File: src/design/rv_isa_pkg.sv
`default_nettype none

package rv_isa_pkg;

    localparam int xlen  = 64;
    localparam int nregs = 32;

    typedef logic [$clog2(nregs)-1:0] reg_addr_t;
    typedef logic [xlen-1:0]          xword_t;

    ////////////////////////////////////////////////////////////
    // Opcodes and function fields
    ////////////////////////////////////////////////////////////

    localparam logic [6:0] opcode_op     = 7'b0110011;  // Register-register
    localparam logic [6:0] opcode_op_imm = 7'b0010011;  // Register-immediate

    localparam logic [2:0] funct3_add  = 3'b000;
    localparam logic [2:0] funct3_sll  = 3'b001;
    localparam logic [2:0] funct3_slt  = 3'b010;
    localparam logic [2:0] funct3_sltu = 3'b011;
    localparam logic [2:0] funct3_xor  = 3'b100;
    localparam logic [2:0] funct3_sr   = 3'b101;  // srl and sra share this code
    localparam logic [2:0] funct3_or   = 3'b110;
    localparam logic [2:0] funct3_and  = 3'b111;

    localparam logic [6:0] funct7_alt    = 7'h20;  // Selects sub and sra
    localparam logic [5:0] shift_hi_alt  = 6'h10;  // imm[11:6] for srai

    typedef enum logic [3:0] {
        alu_add,
        alu_sub,
        alu_sll,
        alu_slt,
        alu_sltu,
        alu_xor,
        alu_srl,
        alu_sra,
        alu_or,
        alu_and
    } alu_op_t;

    typedef struct packed {
        alu_op_t   alu_op;
        logic      use_imm;  // Second operand from imm
        xword_t    imm;      // Sign-extended I-immediate
        reg_addr_t rd;
        reg_addr_t rs1;
        reg_addr_t rs2;
        logic      legal;
    } exec_op_t;

endpackage

`default_nettype wire

File: src/design/rv_decoder.sv
`timescale 1ns/1ns
`default_nettype none

module rv_decoder
    import rv_isa_pkg::*;
(
    input  wire [31:0] instr,
    output exec_op_t   op
);

    logic [6:0] opcode;
    logic [2:0] funct3;
    logic [6:0] funct7;
    logic [5:0] shift_hi;  // imm[11:6] of an immediate shift
    logic       is_op;
    logic       alt_sel;

    assign opcode   = instr[6:0];
    assign funct3   = instr[14:12];
    assign funct7   = instr[31:25];
    assign shift_hi = instr[31:26];
    assign is_op    = (opcode == opcode_op);
    assign alt_sel  = is_op ? (funct7 == funct7_alt) : (shift_hi == shift_hi_alt);

    always_comb begin
        op.rd      = instr[11:7];
        op.rs1     = instr[19:15];
        op.rs2     = instr[24:20];
        op.imm     = {{(xlen-12){instr[31]}}, instr[31:20]};
        op.use_imm = (opcode == opcode_op_imm);

        case (funct3)
            funct3_add:  op.alu_op = (is_op && alt_sel) ? alu_sub : alu_add;  // No subi
            funct3_sll:  op.alu_op = alu_sll;
            funct3_slt:  op.alu_op = alu_slt;
            funct3_sltu: op.alu_op = alu_sltu;
            funct3_xor:  op.alu_op = alu_xor;
            funct3_sr:   op.alu_op = alt_sel ? alu_sra : alu_srl;
            funct3_or:   op.alu_op = alu_or;
            default:     op.alu_op = alu_and;
        endcase

        // Only the two integer opcodes with valid upper fields are accepted
        op.legal = 1'b0;
        if (is_op) begin
            op.legal = (funct7 == 7'h00) ||
                       ((funct7 == funct7_alt) && (funct3 == funct3_add || funct3 == funct3_sr));
        end else if (opcode == opcode_op_imm) begin
            case (funct3)
                funct3_sll: op.legal = (shift_hi == 6'h00);
                funct3_sr:  op.legal = (shift_hi == 6'h00) || (shift_hi == shift_hi_alt);
                default:    op.legal = 1'b1;
            endcase
        end
    end

endmodule

`default_nettype wire

File: config.mk
export PLATFORM = sky130hd
export DESIGN_NAME = rv_decoder
export DESIGN_NICKNAME = d
export VERILOG_FILES = /design/src/design/rv_isa_pkg.sv /design/src/design/rv_decoder.sv
export SDC_FILE = /design/constraint.sdc
export NUM_CORES = 1
export LEC_CHECK = 0
export BUFFER_PORTS_ARGS = -buffer_cell sky130_fd_sc_hd__buf_2
export CORE_MARGIN = 2
export CORE_UTILIZATION = 31
export DETAILED_ROUTE_END_ITERATION = 10
export MAX_ROUTING_LAYER = met4
export PLACE_DENSITY = 0.95
export SKIP_LAST_GASP = 1
export SLEW_MARGIN = 20
export SYNTH_ARGS = -nofsm -noshare
export SYNTH_HDL_FRONTEND = slang
export SYNTH_SLANG_ARGS = --single-unit
File: constraint.sdc
create_clock -name vclk -period 1.2
set_input_delay 0.12 -clock vclk [all_inputs]
set_output_delay 0.12 -clock vclk [all_outputs]
set_load 0.01 [all_outputs]
==> results.md <==
* Status: complete, but fails checks
* Failing checks: setup timing
* Least-Margin Pin Slew at 190 ps
* Critical Path RT at 1080 ps
* Crit path setup slack, layout at -112 ps
* Final Hold Viols at 0
* Worst vdd ir at 0.000229 V
* # DRC at 0
* Leakage Power at 0.469 nW
* Arr. time, crit path at 1190 ps
* Most common cell after layout, fill and taps aside: buf_2
* Max cap viols at 0
* Die H at 54.1 µm
* Antenna violations before repair at 0
* WL per Instance at 9.42 µm
* Number of I/O port buffers at 82
* Final setup TNS at -112 ps
* Final min period at 1310 ps
* Most frequent cells in the layout: buf_2 (77), buf_4 (6), buf_6 (5)
* PwrDens at 386 nW/µm²
* Syn Inst Count at 108
* Post-route clock period utilization at 1.09
* Clock buffers at 0
* Final setup vio count at 1
* RSZ-0062 raised after global routing: yes
* Fin area at 754 µm²
* Final ANT Viol Nets at 0
* CORE AREA at 2430 µm²
* Drt total wl at 1.39 mm
* IO Count at 117
* Power, Total at 0.000291 W
* HP Class: primary input to primary output
* Initial core utilization at 0.319
* Largest net degree at the start of global routing at 31
* Share of post-route cells with drive strength above 1 at 0.814
* Slew Viols, Final at 0
* Total number of vias at 580
* # hold bufs at CTS at 0
* CP max FO at 3
* Seq_cells at 0
* Netlist cell types at 19
* GP Congestion at 0.659
* Mapped Nets at 140
* Worst hold margin at 240 ps
* Final Util at 0.310
* Die Area at 2920 µm²
* Max_slew headroom at 0.873
* Cell Area, Synth at 777 µm²
* Peak Freq at 762 MHz
* Worst setup SP type: primary input
* Synth warn at 0
* Initial drt markers at 4
* DP HPWL at 1.16 mm
* Register area share after synthesis at 0
* Area Overhead vs Synth at -2.90%
* Global-route wire length before repair at 1.86 mm
* TritonRoute pass-1 iters at 2
* Die X at 54.1 µm
* Vias per cell at 3.92
* Kind of critical path: primary input to primary output
* N_diodes at 0
* FP Rows at 18
* Seq. cell area at 0 µm²
* Final global-route overflow total at 0
* All-Layer GR Usage at 0.0810
* Avg Cell Area, Syn at 7.19 µm²
* Critical Path Sink Type: primary output
* Number of global-route vias before repair at 443
* Placed Area at 677 µm²
* Total Nets Final at 152
==> logic make-up after synthesis <==
family | count (synthesis) | share of synthesized area
AO/OA/AOI/OAI | 8 | 0.0676
XOR/XNOR | 1 | 0.0113
AND/OR/NAND/NOR | 18 | 0.148
buffers and inverters | 81 | 0.773
==> cells in the mapped netlist <==
cell type	instances	area, µm²
a22o_1	1	8.76
and3_1	1	6.26
and4bb_1	1	12.5
buf_4	79	593
inv_1	2	7.51
nand2_1	5	18.8
nand2b_1	1	6.26
nand3_1	1	5.00
nand4b_2	1	15.0
nor2_1	3	11.3
nor2b_1	1	6.26
nor3_1	1	5.00
nor3_2	1	10.0
nor4b_1	1	8.76
o21ai_0	5	25.0
o21bai_1	1	7.51
o221a_2	1	11.3
or4b_1	1	10.0
xor2_1	1	8.76
==> critical path, stage by stage <==
cell and delay, ps:
buf_6 90, and4bb_1 220, nand4b_4 110, or4b_1 430, o21ai_1 80, buf_2 140
==> final timing paths <==
check	startpoint	to	slack [ps]	depth (start not counted)
setup / recovery	instr[0]	op[81]	-110	6
hold / removal	instr[7]	op[11]	240	0
==> what timing repair did <==
item | CTS | global route
pin swaps | 5 | 7
setup endpoints to repair | 2 | 2
resized for setup | 8 | 8
cloned | 0 | 0
buffers inserted | 1 | 1
==> per-stage QoR <==
stage	std cells	worst slack, ps
6_report	148	-112
5_1_grt	148	-180
3_3_place_gp	147	-126
2_1_floorplan	108	38.4
3_5_place_dp	147	-167
4_1_cts	147	-118
==> report_power, final <==
| part | switching [W] | total [W] | internal, W |
|---|---|---|---|
| logic | 0.000155 | 0.000291 | 0.000136 |
| registers | 0 | 0 | 0 |
| clock network | 0 | 0 | 0 |
| total | 0.000155 | 0.000291 | 0.000136 |
==> cell type report <==
class | instances | area (µm²)
fillers | 287 | 1680
repair buffers | 89 | 502
multi-input cells | 27 | 208
well taps | 30 | 37.5
inverters | 2 | 7.51
==> layer usage <==
metal	share of wire	vias up	track usage
met2	0.48	50	0.150
met5	0	-	-
met4	0.020	0	0.0250
li1	-	286	-
met1	0.33	236	0.0900
met3	0.17	8	0.00833
(Power assumes the default switching activity.)
