<file path="config.mk">
export PLATFORM = sky130hd
export DESIGN_NAME = rv_regfile
export DESIGN_NICKNAME = d
export VERILOG_FILES = /design/src/design/rv_isa_pkg.sv /design/src/design/rv_regfile.sv
export SDC_FILE = /design/constraint.sdc
export NUM_CORES = 2
export LEC_CHECK = 0
export BUFFER_PORTS_ARGS = -buffer_cell sky130_fd_sc_hd__buf_2
export CAP_MARGIN = 10
export CORE_UTILIZATION = 64
export CTS_CLUSTER_SIZE = 10
export DETAILED_ROUTE_END_ITERATION = 6
export PLACE_DENSITY = 0.81
export SLEW_MARGIN = 10
export SYNTH_ARGS = -nofsm -noshare
export SYNTH_HDL_FRONTEND = slang
export SYNTH_SLANG_ARGS = --single-unit
export TNS_END_PERCENT = 100
</file>
<file path="constraint.sdc">
create_clock -name clk -period 99.7 [get_ports clk]
set_input_delay 29.91 -clock clk [delete_from_list [all_inputs] [get_ports clk]]
set_output_delay 29.91 -clock clk [all_outputs]
set_load 0.05 [all_outputs]
</file>
<file path="src/design/rv_isa_pkg.sv">
`default_nettype none

package rv_isa_pkg;

    localparam int xlen  = 64;
    localparam int nregs = 32;

    typedef logic [$clog2(nregs)-1:0] reg_addr_t;
    typedef logic [xlen-1:0]          xword_t;

    ////////////////////////////////////////////////////////////
    // Opcodes and function fields
    ////////////////////////////////////////////////////////////

    localparam logic [6:0] opcode_op     = 7'b0110011;  // Register-register
    localparam logic [6:0] opcode_op_imm = 7'b0010011;  // Register-immediate

    localparam logic [2:0] funct3_add  = 3'b000;
    localparam logic [2:0] funct3_sll  = 3'b001;
    localparam logic [2:0] funct3_slt  = 3'b010;
    localparam logic [2:0] funct3_sltu = 3'b011;
    localparam logic [2:0] funct3_xor  = 3'b100;
    localparam logic [2:0] funct3_sr   = 3'b101;  // srl and sra share this code
    localparam logic [2:0] funct3_or   = 3'b110;
    localparam logic [2:0] funct3_and  = 3'b111;

    localparam logic [6:0] funct7_alt    = 7'h20;  // Selects sub and sra
    localparam logic [5:0] shift_hi_alt  = 6'h10;  // imm[11:6] for srai

    typedef enum logic [3:0] {
        alu_add,
        alu_sub,
        alu_sll,
        alu_slt,
        alu_sltu,
        alu_xor,
        alu_srl,
        alu_sra,
        alu_or,
        alu_and
    } alu_op_t;

    typedef struct packed {
        alu_op_t   alu_op;
        logic      use_imm;  // Second operand from imm
        xword_t    imm;      // Sign-extended I-immediate
        reg_addr_t rd;
        reg_addr_t rs1;
        reg_addr_t rs2;
        logic      legal;
    } exec_op_t;

endpackage

`default_nettype wire

</file>
<file path="src/design/rv_regfile.sv">
`timescale 1ns/1ns
`default_nettype none

module rv_regfile
    import rv_isa_pkg::*;
(
    input  wire            clk,
    input  wire            rst,
    input  wire reg_addr_t rs1_addr,
    input  wire reg_addr_t rs2_addr,
    input  wire reg_addr_t dbg_addr,
    input  wire            we,
    input  wire reg_addr_t wr_addr,
    input  wire xword_t    wr_data,
    output xword_t         rs1_data,
    output xword_t         rs2_data,
    output xword_t         dbg_data
);

    xword_t regs [nregs];

    always_ff @(posedge clk or posedge rst) begin
        if (rst) begin
            for (int i = 0; i < nregs; i++) begin
                regs[i] <= '0;
            end
        end else if (we && wr_addr != '0) begin  // x0 is never written
            regs[wr_addr] <= wr_data;
        end
    end

    assign rs1_data = (rs1_addr == '0) ? '0 : regs[rs1_addr];
    assign rs2_data = (rs2_addr == '0) ? '0 : regs[rs2_addr];
    assign dbg_data = (dbg_addr == '0) ? '0 : regs[dbg_addr];  // Host port

endmodule

`default_nettype wire

</file>
==> reports/qor.txt <==
DPL Wire Length -> 232 mm
cell area after synthesis -> 0.124 mm2
fin. max-slew vios -> 0
status -> completed
Synth Net Count -> 8057
die height -> 443 um
Worst R2R Setup Slack -> 98830 ps
CTS tree -> yes
CTS Buf Count -> 228
crit-path cells -> buf_8 -> buf_4 -> buf_12 -> buf_4 -> buf_12 -> mux4_2 -> a22o_1 -> a211oi_1 -> nor3_1 -> buf_2
Worst path max stage delay -> 820 ps
Die Area -> 0.196 mm2
Setup Skew -> 0 ps
Yosys cell types -> 55
RSZ-0062 raised after global routing -> no
Placed Area -> 0.126 mm2
initial antenna violation count -> 49
Post-CTS Hold Buffers -> 0
Async SR Flop Fraction -> 1.00
# IOs -> 279
Period minus WS final -> 65210 ps
Synth Register Bits -> 2048
Setup crit start -> rs2_addr[0]
largest net degree at the start of global routing -> 164
fillcell total -> 12400
antenna-violating nets left -> 0
Levels on crit path -> 10
total gr overflow -> 0
final setup TNS -> 0 ps
R2R Path End -> regs[758]
number of global-route vias before repair -> 86600
power per cell area -> 19.7 mW/mm2
Final #Nets -> 7761
final WL -> 417 mm
r2r worst-path depth -> 1
core region area -> 0.193 mm2
fmax -> 0.0153 GHz
Most flops, register -> regs
DRC viols -> 0
gr usage total -> 0.429
worst r2r src -> regs[758]
share of layout cells above drive strength 1 -> 0.556
row cnt -> 161
HP Class -> reg2reg
Primary FF master, synth -> dfrtp_1
Mean Syn Cell Area -> 15.6 um2
RePlAce Congestion -> 0.886
total number of yosys warnings -> 0
VDD IR max -> 0.0000158 V
Top Family by Delay on Critical Path -> buffers and inverters
largest cells by area after synthesis -> dfrtp_1 41%, mux4_2 27%, mux2_2 18%
Setup crit end kind -> output port
first-pass GRT wire length -> 607 mm
CTS Sinks -> 2048
Initial Util -> 0.645
Resize count post-CTS -> 0
routed vias -> 85300
Setup violations, final -> 0
maxcap violations -> 0
Slew @ Worst Pin -> 1440 ps
Hold Crit Depth -> 0
H-Tree Depth -> 4
CP max FO -> 106
biggest regs -> regs: 2048 flops
CTS clk-pin slew, worst paths -> 60 ps
Synth top area share -> 0.412
EDFF count, synth -> 0
CP Capture Point -> rs2_data[39]
clock buffer depth -> 3
Worst Path Arrival -> 35300 ps
First DRT Iteration DRCs -> 12700
Synth-to-Final Area Change -> 6.58%
die width -> 443 um
static leakage -> 0.0567 uW
Slew headroom -> 0.0346
Final Hold Fails -> 0
DR pass1 iterations -> 6
Worst Path Required -> 69790 ps
most frequent cells in the layout -> 2048 x dfrtp_1, 2013 x mux2_2, 1504 x mux4_2, 544 x mux2i_1, 264 x buf_2
Startpoint Class -> input pin
Crit Path Class -> in2out
Buffers & Inverters on Critical Path -> 6
slowest CP cell -> nor3_1
clk_lat worst skew -> 880 ps
vias per std cell -> 8.28
Layout Cell Area excl Fill -> 0.132 mm2
Post-CTS Setup Inserts -> 0
cell accounting for the most synthesized area -> dfrtp_1
Final Cycle Share -> 0.654
sequential area share after synthesis -> 0.412
Syn Inst Count -> 7970
clk root buf -> clkbuf_16
max reg flops -> 2048
most common cell after layout, fill and taps aside -> dfrtp_1
per-cell routed wire length -> 40.5 um
Port Buf Inserts -> 278
[stage by stage]
step | hold slack, ps | worst slack, ps | total power (uW) | instances | utilization
after detailed placement | 402 | 34510 | 1850 | 9968 | 0.654
after CTS | 414 | 34490 | 2600 | 10300 | 0.687
after floorplan | 458 | 11940 | 1670 | 7970 | -
after global routing | 431 | 34270 | 2700 | 10300 | 0.687
after global placement | 392 | 34520 | 1810 | 9968 | 0.654
final | 412 | 34490 | 2610 | 10300 | 0.687
[routing by layer]
layer | part of all wire | GRT usage
met3 | 0.14 | 0.137
met2 | 0.44 | 0.622
met5 | 0.00036 | 0
met4 | 0.088 | 0.324
met1 | 0.33 | 0.544
[kinds of logic after synthesis]
family | Yosys count | synth area share
buf+inv | 993 | 0.0382
simple gates | 204 | 0.00931
flops | 2048 | 0.412
mux | 4061 | 0.499
compound gates | 664 | 0.0414
[how the worst min path moves through the flow]
stage                     from    endpoint  slack [ps]
floorplan           regs[1984]  regs[1984]         460
global placement    regs[1994]  regs[1994]         390
detailed placement  regs[2012]  regs[2012]         400
CTS                 regs[2012]  regs[2012]         410
global route        regs[1991]  regs[1991]         430
finish              regs[2042]  regs[2042]         410
[final cells by class]
cell class | instances | area [um2] | area share
Timing Repair Buffer | 459 | 3020 | 0.0228
Tap cell | 2526 | 3160 | 0.0239
Inverter | 8 | 52.6 | 0.000397
Clock inverter | 10 | 125 | 0.000945
Antenna cell | 38 | 95.1 | 0.000718
Sequential cell | 2048 | 51200 | 0.387
Clock buffer | 279 | 6130 | 0.0463
Multi-Input combinational cell | 4929 | 68600 | 0.518
[cell usage after synthesis (21+ instances only)]
master,instances
a22o_1,95
a211o_1,87
o22ai_1,105
buf_2,215
buf_1,54
mux2_2,2013
o221ai_1,116
a21o_1,42
nand2_1,35
mux4_2,1504
mux2i_1,544
and2_1,23
buf_4,59
clkbuf_1,587
o21ai_1,52
a221oi_1,21
o21ai_0,23
buf_6,68
dfrtp_1,2048
and3_1,44
a2bb2oi_1,50
[power by group]
part / total, uW / switching [uW] / internal (uW) / leakage (uW)
clock: 759 / 337 / 422 / 0.00306
sequential: 1150 / 158 / 990 / 0.0263
combinational: 707 / 317 / 390 / 0.0274
No activity file was read; power rests on OpenSTA's default activity.
