File: config.mk
export PLATFORM = sky130hd
export DESIGN_NAME = exec_bus_regs
export DESIGN_NICKNAME = d
export VERILOG_FILES = /design/src/design/exec_bus_pkg.sv /design/src/design/rv_isa_pkg.sv /design/src/design/exec_bus_regs.sv
export SDC_FILE = /design/constraint.sdc
export NUM_CORES = 1
export LEC_CHECK = 0
export BUFFER_PORTS_ARGS = -buffer_cell sky130_fd_sc_hd__buf_2
export CORE_MARGIN = 4
export CORE_UTILIZATION = 25
export CTS_CLUSTER_DIAMETER = 80
export DETAILED_ROUTE_END_ITERATION = 8
export GPL_TIMING_DRIVEN = 0
export HOLD_SLACK_MARGIN = 0.05
export PLACE_DENSITY = 0.61
export SYNTH_ARGS = -nofsm -noshare
export SYNTH_HDL_FRONTEND = slang
export SYNTH_SLANG_ARGS = --single-unit
File: constraint.sdc
create_clock -name clk -period 4.25 [get_ports clk]
set_input_delay 0.85 -clock clk [delete_from_list [all_inputs] [get_ports clk]]
set_output_delay 0.85 -clock clk [all_outputs]
set_load 0.01 [all_outputs]
File: src/design/exec_bus_pkg.sv
`default_nettype none

package exec_bus_pkg;

    localparam int bus_adr_w = 12;
    localparam int bus_dat_w = 64;
    localparam int cnt_w     = 32;  // Retired and illegal counters

    localparam logic [bus_adr_w-1:0] addr_instr     = 12'h000;
    localparam logic [bus_adr_w-1:0] addr_status    = 12'h008;
    localparam logic [bus_adr_w-1:0] addr_regs_base = 12'h100;  // x0..x31, 8 bytes apart

    typedef struct packed {
        logic                 cyc;
        logic                 stb;
        logic                 we;
        logic [bus_adr_w-1:0] adr;
        logic [bus_dat_w-1:0] dat;
    } wb_req_t;

    typedef struct packed {
        logic                 ack;
        logic [bus_dat_w-1:0] dat;
    } wb_rsp_t;

endpackage

`default_nettype wire

File: src/design/rv_isa_pkg.sv
`default_nettype none

package rv_isa_pkg;

    localparam int xlen  = 64;
    localparam int nregs = 32;

    typedef logic [$clog2(nregs)-1:0] reg_addr_t;
    typedef logic [xlen-1:0]          xword_t;

    ////////////////////////////////////////////////////////////
    // Opcodes and function fields
    ////////////////////////////////////////////////////////////

    localparam logic [6:0] opcode_op     = 7'b0110011;  // Register-register
    localparam logic [6:0] opcode_op_imm = 7'b0010011;  // Register-immediate

    localparam logic [2:0] funct3_add  = 3'b000;
    localparam logic [2:0] funct3_sll  = 3'b001;
    localparam logic [2:0] funct3_slt  = 3'b010;
    localparam logic [2:0] funct3_sltu = 3'b011;
    localparam logic [2:0] funct3_xor  = 3'b100;
    localparam logic [2:0] funct3_sr   = 3'b101;  // srl and sra share this code
    localparam logic [2:0] funct3_or   = 3'b110;
    localparam logic [2:0] funct3_and  = 3'b111;

    localparam logic [6:0] funct7_alt    = 7'h20;  // Selects sub and sra
    localparam logic [5:0] shift_hi_alt  = 6'h10;  // imm[11:6] for srai

    typedef enum logic [3:0] {
        alu_add,
        alu_sub,
        alu_sll,
        alu_slt,
        alu_sltu,
        alu_xor,
        alu_srl,
        alu_sra,
        alu_or,
        alu_and
    } alu_op_t;

    typedef struct packed {
        alu_op_t   alu_op;
        logic      use_imm;  // Second operand from imm
        xword_t    imm;      // Sign-extended I-immediate
        reg_addr_t rd;
        reg_addr_t rs1;
        reg_addr_t rs2;
        logic      legal;
    } exec_op_t;

endpackage

`default_nettype wire

File: src/design/exec_bus_regs.sv
`timescale 1ns/1ns
`default_nettype none

module exec_bus_regs
    import rv_isa_pkg::*;
    import exec_bus_pkg::*;
(
    input  wire          clk,
    input  wire          rst,
    input  wire wb_req_t wb_req,
    output wb_rsp_t      wb_rsp,
    output logic [31:0]  instr,
    input  wire          legal,
    output logic         rf_we,
    output reg_addr_t    dbg_addr,
    input  wire xword_t  dbg_data
);

    logic             req_new;
    logic             instr_wr;
    logic             status_hit;
    logic             regs_hit;
    logic [cnt_w-1:0] retired_count;
    logic [cnt_w-1:0] illegal_count;
    xword_t           rd_data;

    ////////////////////////////////////////////////////////////
    // Request decode
    ////////////////////////////////////////////////////////////

    assign req_new    = wb_req.cyc && wb_req.stb && !wb_rsp.ack;  // First edge only
    assign instr_wr   = req_new && wb_req.we && (wb_req.adr == addr_instr);
    assign rf_we      = instr_wr && legal;
    assign instr      = wb_req.dat[31:0];
    assign dbg_addr   = wb_req.adr[7:3];  // One register per 8-byte word
    assign status_hit = (wb_req.adr == addr_status);
    assign regs_hit   = (wb_req.adr[bus_adr_w-1:8] == addr_regs_base[bus_adr_w-1:8]);

    always_comb begin
        if (status_hit) begin
            rd_data = {illegal_count, retired_count};
        end else if (regs_hit) begin
            rd_data = dbg_data;
        end else begin
            rd_data = '0;  // Unmapped
        end
    end

    ////////////////////////////////////////////////////////////
    // Response and counters
    ////////////////////////////////////////////////////////////

    always_ff @(posedge clk or posedge rst) begin
        if (rst) begin
            wb_rsp.ack <= 1'b0;
            wb_rsp.dat <= '0;
        end else begin
            wb_rsp.ack <= req_new;  // Single-cycle ack, no wait states
            if (req_new && !wb_req.we) begin
                wb_rsp.dat <= rd_data;
            end
        end
    end

    always_ff @(posedge clk or posedge rst) begin
        if (rst) begin
            retired_count <= '0;
            illegal_count <= '0;
        end else if (instr_wr) begin
            if (legal) begin
                retired_count <= retired_count + 1'b1;
            end else begin
                illegal_count <= illegal_count + 1'b1;
            end
        end
    end

endmodule

`default_nettype wire

==> impl_metrics.py <==
metrics = {
    "clocking": {
        "clock_latency_ns": 0.41,
        "post-cts-setup-buffers": 0,
        "path_clk_slew_ns": 0.06,
        "clock_path_buffers": 2,
        "hold_buffers": 0,
        "cts_num_sinks": 129,
        "htree_levels": 4,
        "post_cts_resized": 0,
        "cts_tree": "yes",
        "cts_root_buf": "clkbuf_16",
        "cts-buffers-inserted": 17,
    },
    "worst_setup_path": {
        "crit_path_end": "rf_we",
        "path_depth": 6,
        "r2r_setup_slack_ns": 1.62,
        "cp_cell_sequence": "buf_2 -> or4_1 -> or2_2 -> clkbuf_1 -> nor3_1 -> buf_2",
        "arrival_ns": 2.51,
        "crit_buf_inv": 3,
        "cp-end-kind": "primary output",
        "cp_max_fo": 6,
        "startpoint_type": "input port",
        "cpMaxStageDelayCell": "or4_1",
        "startpoint": "wb_req[68]",
        "critPathKind": "in2out",
        "cp_top_family": "simple AND/OR/NAND/NOR gates",
        "crit_required_ns": 3.40,
        "reg2reg_depth": 5,
        "worstReg2RegEnd": "retired_count[31]$_DFFE_PP0P_",
        "crit_path_frequent_cell": "buf_2",
        "reg2reg_from": "wb_rsp[64]$_DFF_PP0_",
        "max_stage_delay_ns": 0.65,
    },
    "sta": {
        "setup_tns_ns": 0,
        "rsz0062_at_grt": "false",
        "finalHoldWorstSlack_ns": 0.4803,
        "maxSlewViolCount": 0,
        "timing.final.crit_share": 0.7897,
        "finalSetupViolCount": 0,
        "fin_ws_ns": 0.8936,
        "min_period_ns": 3.356,
        "fin_worst_skew_ns": 0.007576,
        "hold_viol_final": 0,
        "worst_slew_pin_slew_ns": 1.255,
        "max_freq_mhz": 297.9,
        "maxSlewHeadroom": 0.1601,
    },
    "detailed_routing": {
        "drtAntennaViolNets": 0,
        "wirelength_um": 17910,
        "drt-initial-drc-count": 362,
        "drc": 0,
        "vias_per_cell": 4.541,
        "num_vias": 5172,
        "wire_per_inst_um": 15.73,
        "drt-pass1-iter-count": 4,
    },
    "die": {
        "io_pins": 249,
        "rows": 56,
        "start_util": 0.2562,
        "die_x_um": 163.8,
        "dieArea_um2": 26820,
        "core_um2": 23680,
        "die_h_um": 163.8,
    },
    "synthesis": {
        "synthesis.instances": 602,
        "yosys.area_share.adder": 0.004125,
        "synth-xor-area-share": 0.08950,
        "muxShareOfSynthArea": 0.001856,
        "synth.avg_cell_area_um2": 10.08,
        "synth.distinct_cells": 34,
        "yosys_register_bits": 129,
        "synth_compound_area_frac": 0.1320,
        "synth_warnings": 0,
        "synth_top_family_by_area": "simple AND/OR/NAND/NOR gates",
        "syn-cell-area_um2": 6067,
        "ys_seq_area_frac": 0.5321,
        "yosys.area_share.simple": 0.1664,
        "synth_nets": 750,
    },
    "placement": {
        "gp_congestion": 0.7431,
        "place_ws_ns": 0.8836,
        "dp.cells": 1107,
        "io_buffers": 183,
        "dp_hpwl_um": 13430,
    },
    "layout": {
        "n_antenna_cell": 0,
        "nFillCells": 2497,
        "final_common_cell": "buf_2",
        "finalNonFillerCells": 1139,
        "area_delta_synth_final_pct": 33.08,
        "drive_above_1_share": 0.3293,
        "final_nets": 955,
        "final_cell_mix": "buf_2 (191), dfrtp_1 (129), nor2_1 (80), a22oi_1 (64), a21oi_1 (64)",
    },
    "power_and_ir_drop": {
        "total_power_mw": 3.432,
        "p_per_area_nw_per_um2": 425.1,
        "p_leak_nw": 3.764,
        "seqPwrFrac": 0.409,
        "intPower_mw": 2.551,
        "comb_power_share": 0.134,
        "peakVddDrop_v": 0.0001980,
        "power.share.switching": 0.2568,
        "p_sw_uw": 881.3,
        "p_clk_frac": 0.457,
    },
    "global_routing": {
        "grt_util_met1": 0.1847,
        "grtUsageMet2": 0.2056,
        "busiest_layer": "met2",
        "gr-total-overflow": 0,
        "track_usage": 0.1337,
        "grtUsageMet3": 0.03864,
        "grt_antenna_before_repair": 2,
        "grt_pass1_vias": 5070,
        "grt_pass1_wl_um": 27980,
        "grt_max_degree": 40,
    },
    "worst_hold_path": {
        "hold_path_class": "reg2reg",
    },
    "job": {
        "cap_violations": 0,
    },
    "status": {
        "status": "finished, final reports clean",
    },
}
-- cell families (layout without fill, tap and decap cells) --
| group | count (synthesis) | after routing |
|---|---|---|
| flip-flops | 129 | 129 |
| AND/OR/NAND/NOR | 201 | 201 |
| AO/OA/AOI/OAI | 128 | 128 |
| multiplexers | 1 | 1 |
| adder cells (fa/ha/maj) | 2 | 2 |
| buffers and inverters | 79 | 297 |
| XOR/XNOR | 62 | 62 |
-- synth_stat cells --
cell type	instances	area share
buf_2	8	0.0066
and3_1	13	0.013
nand2_1	21	0.013
nor3b_1	3	0.0037
buf_4	38	0.047
nor3_1	16	0.013
nor4_2	2	0.0041
buf_1	1	0.00062
dfrtp_1	129	0.53
ha_1	2	0.0041
nor3_2	1	0.0016
a22oi_1	64	0.079
nor2b_1	1	0.0010
and3b_1	1	0.0014
and4_1	4	0.0058
nand2b_1	1	0.0010
nand3b_1	1	0.0012
nor2_1	80	0.049
or4_1	2	0.0025
nand4_1	19	0.020
nor4_1	5	0.0052
and2_1	1	0.0010
or3_1	1	0.0010
nor4_4	1	0.0035
xnor2_1	38	0.055
and2_0	1	0.0010
mux2_1	1	0.0019
or3_4	1	0.0019
nand3_1	25	0.021
inv_1	9	0.0056
clkbuf_1	23	0.014
or2_2	1	0.0010
xor2_1	24	0.035
a21oi_1	64	0.053
-- flip-flops by register name, summed over array words and instances, names as in the netlist --
register and cells:
wb_rsp 65, illegal_count 32, retired_count 32
-- routing by layer --
layer | share of wire | vias up
met5 | 0.0015 | -
met4 | 0.011 | 4
met3 | 0.061 | 19
met2 | 0.46 | 161
met1 | 0.46 | 2486
li1 | - | 2502
-- stage by stage --
stage | utilization | instance area [um2]
2_1_floorplan | - | 6071
3_3_place_gp | 0.3119 | 7386
3_5_place_dp | 0.3144 | 7446
4_1_cts | 0.3409 | 8074
5_1_grt | 0.3409 | 8074
6_report | 0.3409 | 8074
-- cell type report --
type	instances	area, um2	area share
inverter	9	37.54	0.004649
multi-input combinational	394	2390	0.2960
buffer	70	415.4	0.05145
sequential	129	3228	0.3998
timing repair buffer	186	975.9	0.1209
tap	319	399.1	0.04943
clock buffer	19	442.9	0.05486
clock inverter	13	185.2	0.02294
-- power by group through the flow --
stage	logic (mW)	registers (mW)	clock network [mW]
after detailed placement	0.469	1.43	0
final	0.460	1.40	1.57
after global placement	0.456	1.43	0
after CTS	0.471	1.41	1.61
after global routing	0.513	1.42	1.67
after floorplan	0.177	1.48	0
-- worst min-delay path by stage --
| stage | cells after the start | endpoint | slack, ns | from |
|---|---|---|---|---|
| final | 1 | retired_count[31]$_DFFE_PP0P_ | 0.48 | retired_count[31]$_DFFE_PP0P_ |
| after global routing | 2 | wb_rsp[45]$_DFFE_PP0P_ | 0.51 | rst |
| after CTS | 2 | wb_rsp[41]$_DFFE_PP0P_ | 0.47 | rst |
| after detailed placement | 1 | retired_count[31]$_DFFE_PP0P_ | 0.47 | retired_count[31]$_DFFE_PP0P_ |
| after global placement | 1 | retired_count[31]$_DFFE_PP0P_ | 0.47 | retired_count[31]$_DFFE_PP0P_ |
| after floorplan | 1 | illegal_count[31]$_DFFE_PP0P_ | 0.44 | illegal_count[31]$_DFFE_PP0P_ |
No activity file was read; power rests on OpenSTA's default activity.
